## src/include/width_consts.svh

```systemverilog
// width converter constants
// sample width, packing factors and the widths derived from them
`ifndef WIDTH_CONSTS_SVH
`define WIDTH_CONSTS_SVH

// width of one narrow input sample in bits
`define WIDTH_IN_BITS 12

// number of input samples the upsizer packs into one wide word
`define WIDTH_UP_FACTOR 4

// number of output pieces the downsizer cuts one wide word into
`define WIDTH_DOWN_FACTOR 3

// width of the wide word between the upsizer and the downsizer
// every lane of the upsizer is placed side by side in it
`define WIDTH_WIDE_BITS (`WIDTH_IN_BITS * `WIDTH_UP_FACTOR)

// width of one output piece
// the wide word must divide evenly by the down factor for this to hold
`define WIDTH_OUT_BITS (`WIDTH_WIDE_BITS / `WIDTH_DOWN_FACTOR)

// with the values above the converter turns 4 samples of 12 bits
// into 3 pieces of 16 bits, a net rate change of 4:3
// a frame that ends on a partial word gives fewer real pieces,
// which the downsizer works out from the fill count
// changing the factors keeps the RTL valid as long as the
// wide width stays an integer multiple of the down factor

`endif

```

## src/logic/width_conv_pkg.sv

```systemverilog
// width converter types
// two views of the wide word and the lane fill count passed with it

`include "width_consts.svh"

package width_conv_pkg;

  // number of filled input lanes in a wide word
  // runs from 1 up to the upsizer factor, so it needs one bit more
  // than a plain lane index would
  typedef logic [$clog2(`WIDTH_UP_FACTOR + 1)-1:0] fill_count_t;

  // one wide word seen in two ways
  // the upsizer writes it lane by lane as narrow samples arrive
  // the downsizer reads it piece by piece on the output side
  // lane 0 and piece 0 share the least significant bits, so the
  // first sample of a group leaves first on the output
  typedef union packed {
    // input side view, one entry per narrow sample
    logic [`WIDTH_UP_FACTOR-1:0][`WIDTH_IN_BITS-1:0] lanes;
    // output side view, one entry per output piece
    logic [`WIDTH_DOWN_FACTOR-1:0][`WIDTH_OUT_BITS-1:0] pieces;
  } wide_word_u;

  // with 12 bit lanes and 16 bit pieces the views do not line up
  // lane 1 for example straddles pieces 0 and 1
  // piece 0 holds lane 0 and the low nibble of lane 1
  // piece 1 holds the rest of lane 1 and the low byte of lane 2
  // piece 2 holds the top of lane 2 and all of lane 3
  // a partial word therefore can end in the middle of a piece,
  // and the bits above the last filled lane are stale
  // the downsizer rounds the piece count up so such a piece is sent
  // and the receiver ignores its unfilled upper bits

endpackage

```

## src/logic/stream_upsizer.sv

```systemverilog
// stream upsizer
// packs consecutive narrow samples into one wide word with a lane fill count
`timescale 1ns/1ps

`include "width_consts.svh"

module stream_upsizer (
  input  logic                        clk,
  input  logic                        reset,
  // narrow sample stream
  input  logic                        s_valid,
  input  logic [`WIDTH_IN_BITS-1:0]   s_data,
  input  logic                        s_last,
  output logic                        s_ready,
  // wide word stream towards the downsizer
  output logic                        w_valid,
  output width_conv_pkg::wide_word_u  w_word,
  output width_conv_pkg::fill_count_t w_fill,
  output logic                        w_last,
  input  logic                        w_ready
);

  import width_conv_pkg::*;

  // lane index needs at least one bit even for a factor of one
  localparam int LANE_BITS = (`WIDTH_UP_FACTOR > 1) ? $clog2(`WIDTH_UP_FACTOR) : 1;

  // lane that the next accepted sample goes into
  logic [LANE_BITS-1:0] lane_cnt;
  // the word under assembly, which doubles as the output word
  wide_word_u           word_q;
  fill_count_t          fill_q;
  logic                 valid_q;
  logic                 last_q;

  logic                 s_xfer;
  logic                 at_last_lane;
  logic                 write_final;

  // input only moves while the downsizer can take a word, so a full
  // output register never gets overwritten
  assign s_ready = w_ready;

  assign s_xfer       = s_valid && s_ready;
  assign at_last_lane = (lane_cnt == LANE_BITS'(`WIDTH_UP_FACTOR - 1));

  // a word is complete on its final lane or when the frame ends early
  // in the second case the lanes above keep whatever they held before
  assign write_final = s_xfer && (at_last_lane || s_last);

  assign w_valid = valid_q;
  assign w_word  = word_q;
  assign w_fill  = fill_q;
  assign w_last  = last_q;

  // lane counter and output flags
  always_ff @(posedge clk) begin
    if (reset) begin
      lane_cnt <= '0;
      valid_q  <= 1'b0;
      last_q   <= 1'b0;
    end else begin
      if (s_xfer) begin
        if (write_final) begin
          // restart at lane 0 for the next group or frame
          lane_cnt <= '0;
        end else begin
          lane_cnt <= lane_cnt + 1'b1;
        end
      end
      // the output register may change only when empty or being taken
      if (!valid_q || w_ready) begin
        valid_q <= write_final;
        last_q  <= write_final && s_last;
      end
    end
  end

  // sample lanes and fill count carry no reset
  always_ff @(posedge clk) begin
    if (s_xfer) begin
      // writing lane 0 while the old word leaves is safe, since the
      // downsizer registers the old word on this same edge
      word_q.lanes[lane_cnt] <= s_data;
    end
    if (write_final) begin
      // the completing sample itself fills lane_cnt, hence the plus one
      fill_q <= fill_count_t'(lane_cnt) + fill_count_t'(1);
    end
  end

  // the path from w_ready to s_ready is purely combinational
  // which lets the upsizer run at full rate when the output keeps up
  // a stall on the output side therefore reaches the input in the
  // same cycle, and assembly pauses with the lane counter held

endmodule

```

## src/logic/stream_downsizer.sv

```systemverilog
// stream downsizer
// splits each wide word into output pieces, skipping pieces with no real data
`timescale 1ns/1ps

`include "width_consts.svh"

module stream_downsizer (
  input  logic                        clk,
  input  logic                        reset,
  // wide word stream from the upsizer
  input  logic                        w_valid,
  input  width_conv_pkg::wide_word_u  w_word,
  input  width_conv_pkg::fill_count_t w_fill,
  input  logic                        w_last,
  output logic                        w_ready,
  // output piece stream
  output logic                        m_valid,
  output logic [`WIDTH_OUT_BITS-1:0]  m_data,
  output logic                        m_last,
  input  logic                        m_ready
);

  import width_conv_pkg::*;

  // piece index needs at least one bit even for a factor of one
  localparam int PIECE_BITS = (`WIDTH_DOWN_FACTOR > 1) ? $clog2(`WIDTH_DOWN_FACTOR) : 1;

  // index of the last piece that holds any filled lane bits
  // the piece count is the filled bit count over the piece width,
  // rounded up, so a piece that is only partly filled is still sent
  function automatic logic [PIECE_BITS-1:0] final_piece(fill_count_t fill);
    int filled_bits;
    int pieces;
    filled_bits = int'(fill) * `WIDTH_IN_BITS;
    pieces      = (filled_bits + `WIDTH_OUT_BITS - 1) / `WIDTH_OUT_BITS;
    return PIECE_BITS'(pieces - 1);
  endfunction

  // registered word and its split state
  wide_word_u            word_q;
  logic [PIECE_BITS-1:0] final_q;
  logic [PIECE_BITS-1:0] piece_cnt;
  logic                  valid_q;
  logic                  last_q;

  logic                  w_xfer;
  logic                  m_xfer;
  logic                  at_final;

  assign at_final = (piece_cnt == final_q);
  assign m_xfer   = valid_q && m_ready;
  assign w_xfer   = w_valid && w_ready;

  // take a new word when empty, or when the current word sends its
  // final real piece on this edge, so words follow back to back
  assign w_ready = !valid_q || (m_ready && at_final);

  assign m_valid = valid_q;
  assign m_data  = word_q.pieces[piece_cnt];
  // a frame ends on the last real piece, never on an empty one
  assign m_last  = last_q && at_final;

  // control state
  always_ff @(posedge clk) begin
    if (reset) begin
      valid_q   <= 1'b0;
      last_q    <= 1'b0;
      piece_cnt <= '0;
    end else begin
      if (w_ready) begin
        // either loads a new word or goes empty after the final piece
        valid_q <= w_valid;
        last_q  <= w_valid && w_last;
      end
      if (m_xfer) begin
        if (at_final) begin
          // empty pieces above the final one are never visited
          piece_cnt <= '0;
        end else begin
          piece_cnt <= piece_cnt + 1'b1;
        end
      end
    end
  end

  // word payload and its final piece index, loaded on each word transfer
  always_ff @(posedge clk) begin
    if (w_xfer) begin
      word_q  <= w_word;
      final_q <= final_piece(w_fill);
    end
  end

  // with the default widths the fill count maps to pieces as
  // 4 lanes to 3 pieces, 3 lanes to 3, 2 lanes to 2 and 1 lane to 1
  // while m_ready is low the counter and the word hold, so m_data and
  // m_last stay stable, and w_ready stays low to stall the upsizer
  // piece_cnt is always zero when a new word loads, because a load
  // only happens when empty or on the final piece transfer, and both
  // of those leave the counter at zero

endmodule

```

## src/logic/stream_width_converter.sv

```systemverilog
// stream width converter
// an upsizer followed by a downsizer, turning 12 bit samples into 16 bit pieces
`timescale 1ns/1ps

`include "width_consts.svh"

module stream_width_converter (
  input  logic                       clk,
  input  logic                       reset,
  // narrow sample input
  input  logic                       s_valid,
  input  logic [`WIDTH_IN_BITS-1:0]  s_data,
  input  logic                       s_last,
  output logic                       s_ready,
  // output pieces
  output logic                       m_valid,
  output logic [`WIDTH_OUT_BITS-1:0] m_data,
  output logic                       m_last,
  input  logic                       m_ready
);

  import width_conv_pkg::*;

  // wide word path between the two stages
  logic        w_valid;
  logic        w_ready;
  wide_word_u  w_word;
  fill_count_t w_fill;
  logic        w_last;

  // packs samples into wide words, one cycle after the completing sample
  stream_upsizer upsizer_i (
    .clk     (clk),
    .reset   (reset),
    .s_valid (s_valid),
    .s_data  (s_data),
    .s_last  (s_last),
    .s_ready (s_ready),
    .w_valid (w_valid),
    .w_word  (w_word),
    .w_fill  (w_fill),
    .w_last  (w_last),
    .w_ready (w_ready)
  );

  // splits wide words into pieces and drops the empty ones
  // its w_ready decides whether the upsizer, and so the input, may move
  stream_downsizer downsizer_i (
    .clk     (clk),
    .reset   (reset),
    .w_valid (w_valid),
    .w_word  (w_word),
    .w_fill  (w_fill),
    .w_last  (w_last),
    .w_ready (w_ready),
    .m_valid (m_valid),
    .m_data  (m_data),
    .m_last  (m_last),
    .m_ready (m_ready)
  );

endmodule

```

## config.mk

```make
export PLATFORM = sky130hd
export DESIGN_NAME = stream_width_converter
export DESIGN_NICKNAME = d
export VERILOG_FILES = /design/src/logic/width_conv_pkg.sv /design/src/logic/stream_upsizer.sv /design/src/logic/stream_downsizer.sv /design/src/logic/stream_width_converter.sv
export VERILOG_INCLUDE_DIRS = /design/src /design/src/include
export SDC_FILE = /design/constraint.sdc
export NUM_CORES = 1
export LEC_CHECK = 0
export ABC_AREA = 1
export BUFFER_PORTS_ARGS = -buffer_cell sky130_fd_sc_hd__buf_2
export CAP_MARGIN = 20
export CELL_PAD_IN_SITES_DETAIL_PLACEMENT = 0
export CELL_PAD_IN_SITES_GLOBAL_PLACEMENT = 1
export CORE_UTILIZATION = 30
export CTS_CLUSTER_SIZE = 16
export DETAILED_ROUTE_END_ITERATION = 6
export PLACE_DENSITY_LB_ADDON = 0.1
export REMOVE_ABC_BUFFERS = 1
export SYNTH_ARGS = -nofsm -noshare
export SYNTH_HDL_FRONTEND = slang
export SYNTH_HIERARCHICAL = 1
export SYNTH_SLANG_ARGS = --single-unit
```

## constraint.sdc

```tcl
create_clock -name clk -period 4.1 [get_ports clk]
set_input_delay 0 -clock clk [delete_from_list [all_inputs] [get_ports clk]]
set_output_delay 0 -clock clk [all_outputs]
set_load 0.02 [all_outputs]
```

==> key figures, run 1 <==
Floorplan
  • I/O Pins: 36
  • Height of the die: 118 um
  • Die Span X: 118 um
  • Starting Density: 0.313
  • Core Region: 12800 um^2
  • Die Area: 13900 um^2
  • Rows: 41

Global route
  • Grt met1 use: 0.151
  • All-Layer GR Usage: 0.113
  • First-pass GRT wire length: 11.6 mm
  • Largest net degree at the start of global routing: 51
  • Vias in the first global route: 2101
  • Gr busiest metal: met2
  • Met3 usage: 0.0305
  • Global route overflow: 0
  • Initial antenna violation count: 0
  • Met2 Usage GRT: 0.169

Detailed routing
  • WL per Instance: 14.8 um
  • DR iter-0 viols: 65
  • Routed vias: 2090
  • Final WL: 7.32 mm
  • DRC errors left: 0
  • Vias per cell: 4.23
  • Antenna Nets Post-Route: 0
  • DRT Pass-1 Iters: 4

STA
  • Setup TNS: 0 ns
  • Fmax: 357 MHz
  • Max-Slew Margin vs Limit: 0.449
  • Part of the cycle the worst path needs: 0.684
  • Post-layout minimum cycle time: 2.80 ns
  • Final Hold Fails: 0
  • Final slew viol count: 0
  • Endpoints failing setup: 0
  • Slew @ Worst Pin: 0.826 ns
  • Post-route setup slack: 1.30 ns
  • RSZ-0062 raised after global routing: no
  • Layout Skew: 0.00737 ns

Synthesis
  • Gate Count Post-Synth: 260
  • Sequential share of the synthesized area: 0.795
  • Synth Register Bits: 109
  • Synth Area in Compound Gates: 0.0539
  • Post-synthesis adder-cell area fraction: 0.0237
  • Post-synthesis mux area share: 0
  • Post-Syn Area: 4020 um^2
  • Synth Area in XOR/XNOR: 0.0134
  • Mean Syn Cell Area: 15.4 um^2
  • Synthesis Warnings: 6
  • Yosys cell types: 27
  • Main combinational cell family by area after synthesis: simple AND/OR/NAND/NOR gates
  • Simple-gate share of the synthesized area: 0.0773

Setup path
  • CP Depth: 10
  • Setup CP Type: reg2reg
  • R2R depth: 10
  • CP max FO: 20
  • CP startpoint kind: register
  • Worst Setup SP: downsizer_i/piece_cnt[1]$_SDFFE_PP0P_
  • Cell-by-cell trace of the critical path: inv_1 -> nand2_1 -> nand2_2 -> nand3_4 -> nand2_4 -> nand2_2 -> inv_2 -> nand2_1 -> a21oi_1 -> dlygate4sd3_1
  • R2r startpoint: downsizer_i/piece_cnt[1]$_SDFFE_PP0P_
  • CP Capture Type: register
  • Setup crit end: upsizer_i/w_last$_SDFFE_PP0P_
  • Crit path DAT: 3.03 ns
  • Buf+Inv Stages, Crit Path: 3
  • Worst Path Required: 4.33 ns
  • Reg2Reg Setup Slack: 1.30 ns
  • CP max-delay cell: dfxtp_1
  • FF-to-FF End: upsizer_i/w_last$_SDFFE_PP0P_
  • Max incr delay on CP: 0.86 ns
  • CP delay by family, top: buffers and inverters

Placed design
  • Setup WS pre-CTS: 1.46 ns
  • GP Congestion: 0.675
  • DP HPWL: 4.65 mm
  • Number of port buffers: 35

Layout
  • Layout Nets: 341
  • Layout cells sized above 1: 0.196
  • Synth-to-layout area growth: 20.4%
  • Most frequent cells in the layout: edfxtp_1, buf_2, nor2_1, o21ai_0, inv_1
  • N_diodes: 0
  • Commonest non-fill, non-tap cell in the layout: edfxtp_1

Hold path
  • Worst Hold Launch: s_valid
  • Min-delay worst type: in2reg

Power and ir drop
  • Total power: 2.23 mW
  • Pwr dens: 462 nW/um^2
  • VDD IR max: 0.184 mV
  • Leak: 1.71 nW

CTS
  • Insertion delay to the later sink of the worst-skew pair: 0.34 ns
  • Post-CTS setup buffer count: 0
  • Sinks on Clock Net: 109
  • Post-CTS sizing: 0
  • Root Buffer: clkbuf_16
  • Htree depth: 3
  • Hold-fix buffers, CTS: 15
  • CTS clk-pin slew, worst paths: 0.07 ns
  • Total clock buffers created by CTS: 9
  • Clock tree buffer depth: 2
  • TritonCTS clock tree: built

Status
  • Outcome: finished, final reports clean

Run
  • Max Cap Viol: 0
## worst reg2reg max path, stage by stage, from the launching register on
cell and delay [ns]:
dfxtp_1 0.86, inv_1 0.48, nand2_1 0.18, nand2_2 0.09
nand3_4 0.12, nand2_4 0.08, nand2_2 0.15, inv_2 0.07
nand2_1 0.06, a21oi_1 0.05, dlygate4sd3_1 0.55
## metal layers
metal / up-vias / routed length [um]
li1: 1043 / -
met1: 1007 / 3660
met2: 33 / 3310
met3: 7 / 227
met4: 0 / 118
met5: - / 0
## stage by stage
| stage | util | cells | hold slack, ns | area (um^2) |
|---|---|---|---|---|
| CTS | 0.377 | 494 | 0.0272 | 4840 |
| finish | 0.377 | 494 | 0.0400 | 4840 |
| global placement | 0.343 | 463 | 0.239 | 4390 |
| floorplan | - | 251 | 0.0691 | 3960 |
| global route | 0.377 | 494 | 0.0585 | 4840 |
| detailed placement | 0.343 | 463 | 0.236 | 4390 |
## worst min-delay path by stage
stage               slack (ns)                                  to  cells after the start
finish                    0.04  upsizer_i/lane_cnt[1]$_SDFFE_PP0P_                      4
floorplan                 0.07    downsizer_i/m_valid$_SDFFE_PP0P_                      1
CTS                       0.03  upsizer_i/lane_cnt[1]$_SDFFE_PP0P_                      4
global placement          0.24      upsizer_i/w_word[35]$_DFFE_PP_                      1
global route              0.06  upsizer_i/lane_cnt[0]$_SDFFE_PP0P_                      4
detailed placement        0.24       upsizer_i/w_word[5]$_DFFE_PP_                      1
## where the power goes
| part | internal (mW) | switching (mW) |
|---|---|---|
| Clock | 0.475 | 0.371 |
| Sequential | 1.25 | 0.0136 |
| Combinational | 0.0451 | 0.0800 |
## cell type report
type,instances,area [um^2]
well taps,172,215
clock buffers,11,233
inverters,23,86.3
flip-flops and latches,109,3190
clock inverters,5,58.8
multi-input cells,119,687
fillers,1245,7990
repair buffers,55,363
## registers in the layout, indices dropped and copies added (netlist names)
name                   count
upsizer_i/w_word          48
upsizer_i/w_valid          1
downsizer_i/piece_cnt      2
downsizer_i/word_q        48
downsizer_i/m_valid        1
upsizer_i/lane_cnt         2
upsizer_i/w_fill           3
downsizer_i/last_q         1
downsizer_i/final_q        2
upsizer_i/w_last           1
## synth_stat cells (all sizes together)
master / number / area share
dfxtp: 8 / 0.040
edfxtp: 101 / 0.76
nand2: 18 / 0.020
xnor2: 4 / 0.013
nand3: 21 / 0.029
clkbuf: 2 / 0.0022
nor2: 25 / 0.025
inv: 23 / 0.021
o21ai: 34 / 0.043
buf: 7 / 0.013
a21oi: 7 / 0.0087
and3: 1 / 0.0016
o21bai: 1 / 0.0019
fa: 1 / 0.0050
ha: 6 / 0.019
nor3: 1 / 0.0012
## kinds of logic after synthesis
| family | count (synthesis) |
|---|---|
| compound gates | 42 |
| xor+xnor | 4 |
| fa+ha+maj | 7 |
| buf+inv | 32 |
| flops | 109 |
| simple gates | 66 |
Power figures use the tool's default switching activity.
==> inputs of run 2 (changes only) <==
--- a/config.mk
+++ b/config.mk
@@ -6,7 +6,7 @@
 export SDC_FILE = /design/constraint.sdc
 export NUM_CORES = 1
 export LEC_CHECK = 0
-export ABC_AREA = 1
+export ABC_AREA = 0
 export BUFFER_PORTS_ARGS = -buffer_cell sky130_fd_sc_hd__buf_2
 export CAP_MARGIN = 20
 export CELL_PAD_IN_SITES_DETAIL_PLACEMENT = 0
==> constraint.sdc (replaced) <==
create_clock -name clk -period 2.3 [get_ports clk]
set_input_delay 0 -clock clk [delete_from_list [all_inputs] [get_ports clk]]
set_output_delay 0 -clock clk [all_outputs]
set_load 0.02 [all_outputs]
==> run 2 against run 1 <==
Critical endpoint unchanged. Register-to-register slack lost 1.1 ns. Clock power grew 74%. Largest power group unchanged. Critical path depth shrank 3. Cell count shrank 5.7%. Area after synthesis shrank 0.25%.
==> key figures, run 2 <==
Global route
  • Global route overflow: 0
  • Largest net degree at the start of global routing: 51
  • Vias in the first global route: 2038
  • All-Layer GR Usage: 0.113
  • Initial antenna violation count: 0
  • First-pass GRT wire length: 11.5 mm

STA
  • Final slew viol count: 0
  • Layout Skew: 0.00743 ns
  • Post-layout minimum cycle time: 2.09 ns
  • Part of the cycle the worst path needs: 0.911
  • Fmax: 477 MHz
  • RSZ-0062 raised after global routing: no
  • Slew @ Worst Pin: 0.396 ns
  • Endpoints failing setup: 0
  • Max-Slew Margin vs Limit: 0.736
  • Final Hold Fails: 0
  • Post-route setup slack: 0.205 ns

Detailed routing
  • Antenna Nets Post-Route: 0
  • WL per Instance: 15.6 um
  • Final WL: 7.25 mm
  • DRC errors left: 0
  • Vias per cell: 4.37
  • DR iter-0 viols: 104
  • DRT Pass-1 Iters: 4
  • Routed vias: 2037

Layout
  • Register Area: 3190 um^2
  • Layout Nets: 313
  • Final non-filler cell area: 4870 um^2
  • Fill cells: 1222
  • Most frequent cells in the layout: edfxtp_1, buf_2, nand2_1, mux2i_1, dlygate4sd3_1
  • Synth-to-layout area growth: 21.5%
  • Commonest non-fill, non-tap cell in the layout: edfxtp_1
  • N_diodes: 0
  • Layout cells sized above 1: 0.214
  • Multi-input gate area: 751 um^2

Synthesis
  • Synthesis Warnings: 6
  • Ys async rst share: 0
  • Top-count cell post-synth: edfxtp_1
  • Ys flop type: edfxtp_1
  • Yosys cell types: 35
  • Yosys top cell by area: edfxtp_1
  • Top cell type's share of synthesized area: 0.757
  • Top cells by count, synth: edfxtp_1, nand2_1, mux2i_1
  • Number of flops mapped to enable cells by yosys: 101
  • Sequential share of the synthesized area: 0.797
  • Area contributors post-synth: edfxtp_1, mux2i_1, dfxtp_1
  • Synth Register Bits: 109
  • Gate Count Post-Synth: 226
  • Post-Syn Area: 4010 um^2
  • Mean Syn Cell Area: 17.7 um^2

Setup path
  • CP startpoint kind: register
  • R2r startpoint: downsizer_i/final_q[0]$_DFFE_PP_
  • FF-to-FF End: upsizer_i/w_last$_SDFFE_PP0P_
  • R2R depth: 7
  • Setup crit end: upsizer_i/w_last$_SDFFE_PP0P_
  • Crit path DAT: 2.38 ns
  • Worst Setup SP: downsizer_i/final_q[0]$_DFFE_PP_
  • Setup CP Type: reg2reg
  • CP max FO: 7
  • CP Capture Type: register
  • Worst Path Required: 2.58 ns
  • Reg2Reg Setup Slack: 0.21 ns

Placed design
  • Area after DPL: 4440 um^2
  • Setup WS pre-CTS: 0.419 ns
  • Number of port buffers: 35
  • GP Congestion: 0.660
  • DP HPWL: 4.39 mm

Run
  • Max Cap Viol: 0

CTS
  • Clock tree buffer depth: 2
  • Htree depth: 3
  • Insertion delay to the later sink of the worst-skew pair: 0.35 ns
  • Post-CTS setup buffer count: 0
  • Post-CTS sizing: 0
  • TritonCTS clock tree: built
  • Sinks on Clock Net: 109
  • CTS clk-pin slew, worst paths: 0.07 ns
  • Total clock buffers created by CTS: 9
  • Root Buffer: clkbuf_16

Floorplan
  • I/O Pins: 36
  • Rows: 41
  • Height of the die: 118 um
  • Die Span X: 118 um
  • Die Area: 13800 um^2
  • Core Region: 12800 um^2
  • Starting Density: 0.312

Hold path
  • Hold path cells: 3
  • Min-delay worst type: in2reg

Power and ir drop
  • Total power: 3.94 mW
  • VDD IR max: 0.361 mV
  • Pwr dens: 810 nW/um^2
  • Leak: 1.65 nW

Status
  • Outcome: finished, final reports clean
## run 2: worst max-delay path, cell delays in order, from the launching register on
cell and delay (ns):
edfxtp_1 0.42, xnor2_2 0.31, nand3_1 0.22, nand2_1 0.20, buf_4 0.16, nand3_1 0.06, dlygate4sd3_1 0.55, a21oi_1 0.11
## run 2: worst min-delay path by stage
stage,slack [ns],endpoint,start
after floorplan,0.06,downsizer_i/piece_cnt[0]$_SDFFE_PP0P_,reset
after global placement,0.23,upsizer_i/w_word[19]$_DFFE_PP_,s_data[7]
after detailed placement,0.24,upsizer_i/w_word[17]$_DFFE_PP_,s_data[5]
after CTS,0.002,upsizer_i/w_valid$_SDFFE_PP0P_,s_valid
after global routing,0.06,downsizer_i/last_q$_SDFFE_PP0P_,m_ready
final,0.02,upsizer_i/w_valid$_SDFFE_PP0P_,s_valid
## run 2: power breakdown
group / switching, mW / internal, mW / leakage (nW) / total, mW
clock network: 0.715 / 0.751 / 0.138 / 1.47
logic: 0.135 / 0.0892 / 0.517 / 0.224
registers: 0.0220 / 2.23 / 0.990 / 2.25
## run 2: per-layer routing
layer / track usage / routed length, um
met5: 0 / 0
met4: 0.0673 / 172
met3: 0.0228 / 202
met2: 0.174 / 3420
met1: 0.147 / 3450
## run 2: what timing repair did
action | in CTS | in global routing
endpoints found under the hold margin | 53 | 0
hold buffers | 15 | 0
setup endpoints to repair | 0 | 0
## run 2: metrics by stage
stage | setup TNS [ns] | cells | util | hold WS, ns
floorplan | -162.11 | 219 | - | 0.0624
global placement | 0 | 435 | 0.346 | 0.234
detailed placement | 0 | 435 | 0.346 | 0.237
CTS | 0 | 466 | 0.380 | 0.00183
global route | 0 | 466 | 0.380 | 0.0608
finish | 0 | 466 | 0.380 | 0.0201
## run 2: area by class of cell
type	instances	share of cell area
timing repair buffer	59	0.0832
inverter	7	0.00540
clock inverter	7	0.0110
tap	172	0.0442
sequential	109	0.656
clock buffer	9	0.0462
multi-input combinational	103	0.154
## run 2: logic make-up (layout without fill, tap and decap cells)
kind of cell	count (synthesis)	in the layout	share of synthesized area
buffers and inverters	14	82	0.0184
muxes	18	18	0.0450
xor gates and xnor gates	6	6	0.0150
adders and majority gates	7	7	0.0237
and+or+nand+nor	47	47	0.0634
AOI/OAI and AO/OA	25	25	0.0375
DFF	109	109	0.797
==> inputs of run 3 (changes only) <==
--- a/config.mk
+++ b/config.mk
@@ -7,13 +7,13 @@
 export NUM_CORES = 1
 export LEC_CHECK = 0
 export ABC_AREA = 0
-export BUFFER_PORTS_ARGS = -buffer_cell sky130_fd_sc_hd__buf_2
 export CAP_MARGIN = 20
 export CELL_PAD_IN_SITES_DETAIL_PLACEMENT = 0
 export CELL_PAD_IN_SITES_GLOBAL_PLACEMENT = 1
 export CORE_UTILIZATION = 30
 export CTS_CLUSTER_SIZE = 16
 export DETAILED_ROUTE_END_ITERATION = 6
+export DONT_BUFFER_PORTS = 1
 export PLACE_DENSITY_LB_ADDON = 0.1
 export REMOVE_ABC_BUFFERS = 1
 export SYNTH_ARGS = -nofsm -noshare
==> run 3 against run 2 <==
Via count is 4.1% lower. Largest cell class unchanged. Highest routed layer unchanged. Sequential cell count unchanged. Maximum frequency increased by 12%. Clock power rose by 5%. Sequential share of layout area fell by 0.24 points. Critical endpoint is now upsizer_i/w_valid$_SDFFE_PP0P_.
==> key figures, run 3 (synthesis gave the netlist of run 2 again) <==
Status
  • Outcome: finished, final reports clean

Run
  • Max Cap Viol: 0

Floorplan
  • Rows: 41
  • Die Area: 13800 um^2
  • Core Region: 12800 um^2
  • Height of the die: 118 um
  • I/O Pins: 36
  • Die Span X: 118 um
  • Starting Density: 0.312

STA
  • Final Hold Fails: 0
  • Layout Skew: 0.00680 ns
  • Part of the cycle the worst path needs: 0.816
  • Max-Slew Margin vs Limit: 0.541
  • Slew @ Worst Pin: 0.689 ns
  • Post-route setup slack: 0.423 ns
  • RSZ-0062 raised after global routing: no
  • Post-layout minimum cycle time: 1.88 ns
  • Endpoints failing setup: 0
  • Fmax: 533 MHz
  • Final slew viol count: 0

CTS
  • Insertion delay to the later sink of the worst-skew pair: 0.34 ns
  • Total clock buffers created by CTS: 9
  • Post-CTS setup buffer count: 0
  • Sinks on Clock Net: 109
  • Root Buffer: clkbuf_16
  • CTS clk-pin slew, worst paths: 0.07 ns
  • Clock tree buffer depth: 2
  • Htree depth: 3
  • Post-CTS sizing: 0
  • TritonCTS clock tree: built

Detailed routing
  • WL per Instance: 16.0 um
  • Vias per cell: 4.31
  • DRC errors left: 0
  • Routed vias: 1954
  • Final WL: 7.25 mm
  • Antenna Nets Post-Route: 0
  • DR iter-0 viols: 82
  • DRT Pass-1 Iters: 4

Placed design
  • Setup WS pre-CTS: 0.406 ns
  • DP HPWL: 4.49 mm
  • Number of port buffers: 0
  • Area after DPL: 4410 um^2
  • GP Congestion: 0.657

Layout
  • Commonest non-fill, non-tap cell in the layout: edfxtp_1
  • Register Area: 3190 um^2
  • Layout cells sized above 1: 0.167
  • Final non-filler cell area: 4890 um^2
  • Multi-input gate area: 751 um^2
  • Synth-to-layout area growth: 22.0%
  • N_diodes: 0
  • Most frequent cells in the layout: edfxtp_1, buf_4, nand2_1, mux2i_1, dlygate4sd3_1
  • Layout Nets: 300
  • Fill cells: 1237

Setup path
  • CP Capture Type: register
  • CP startpoint kind: register
  • R2R depth: 7
  • Crit path DAT: 2.16 ns
  • Worst Setup SP: downsizer_i/final_q[1]$_DFFE_PP_
  • CP max FO: 9
  • R2r startpoint: downsizer_i/final_q[1]$_DFFE_PP_
  • Setup CP Type: reg2reg
  • Worst Path Required: 2.58 ns

Hold path
  • Min-delay worst type: in2reg
  • Worst Hold Launch: s_valid
  • Hold path cells: 1

Power and ir drop
  • VDD IR max: 0.399 mV
  • Total power: 4.02 mW
  • Leak: 1.62 nW
  • Pwr dens: 823 nW/um^2

Global route
  • Initial antenna violation count: 0
  • Vias in the first global route: 1937
  • Global route overflow: 0
  • All-Layer GR Usage: 0.110
  • Largest net degree at the start of global routing: 51
  • First-pass GRT wire length: 11.2 mm
==> run 3: changes by cell type in the layout (fill, tap and decap cells not counted), sizes merged <==
| cell | delta |
|---|---|
| buf | -16 |
| dlygate4sd3 | +3 |
| inv | -3 |
| bufinv | +1 |
| clkbuf | +1 |
| clkinvlp | +1 |
==> run 3: final timing paths <==
kind	to	slack, ns
max	upsizer_i/w_valid$_SDFFE_PP0P_	0.42
min	upsizer_i/w_word[46]$_DFFE_PP_	0.17
max reg2reg	upsizer_i/w_valid$_SDFFE_PP0P_	0.42
min reg2reg	downsizer_i/word_q[17]$_DFFE_PP_	0.42
==> run 3: cell type report <==
class	count	area share
clock buffers	10	0.0469
clock inverters	6	0.0143
inverters	7	0.00538
multi-input cells	103	0.154
flip-flops and latches	109	0.653
well taps	172	0.0440
repair buffers	46	0.0824
==> run 3: per-stage QoR <==
stage	util	setup TNS [ns]	hold WS, ns	cells
after floorplan	-	-162.11	0.0624	219
after global placement	0.344	0	0.0717	419
after detailed placement	0.344	0	0.0740	419
after CTS	0.381	0	0.164	453
after global routing	0.381	0	0.164	453
final	0.381	0	0.167	453
==> run 3: per-layer routing <==
layer	vias up	part of all wire	track usage
met5	-	0	0
met4	0	0.014	0.0481
met3	8	0.034	0.0296
met2	28	0.47	0.173
met1	964	0.48	0.142
li1	954	-	-
==> run 3: repair_timing <==
item / in CTS / in global routing
hold endpoints to repair: 59 / 0
setup endpoints to repair: 0 / 0
hold buffers: 18 / 0
==> run 3: worst max-delay path, cell delays in order (launching register included) <==
cell,delay [ns]
edfxtp_1,0.38
xnor2_1,0.18
nand3_1,0.17
nand2_1,0.14
buf_4,0.16
o211ai_1,0.11
a21oi_1,0.13
dlygate4sd3_1,0.55
==> run 3: power breakdown <==
group | switching [mW] | internal, mW
logic | 0.133 | 0.0936
clock network | 0.687 | 0.855
registers | 0.0198 | 2.23
total | 0.840 | 3.18
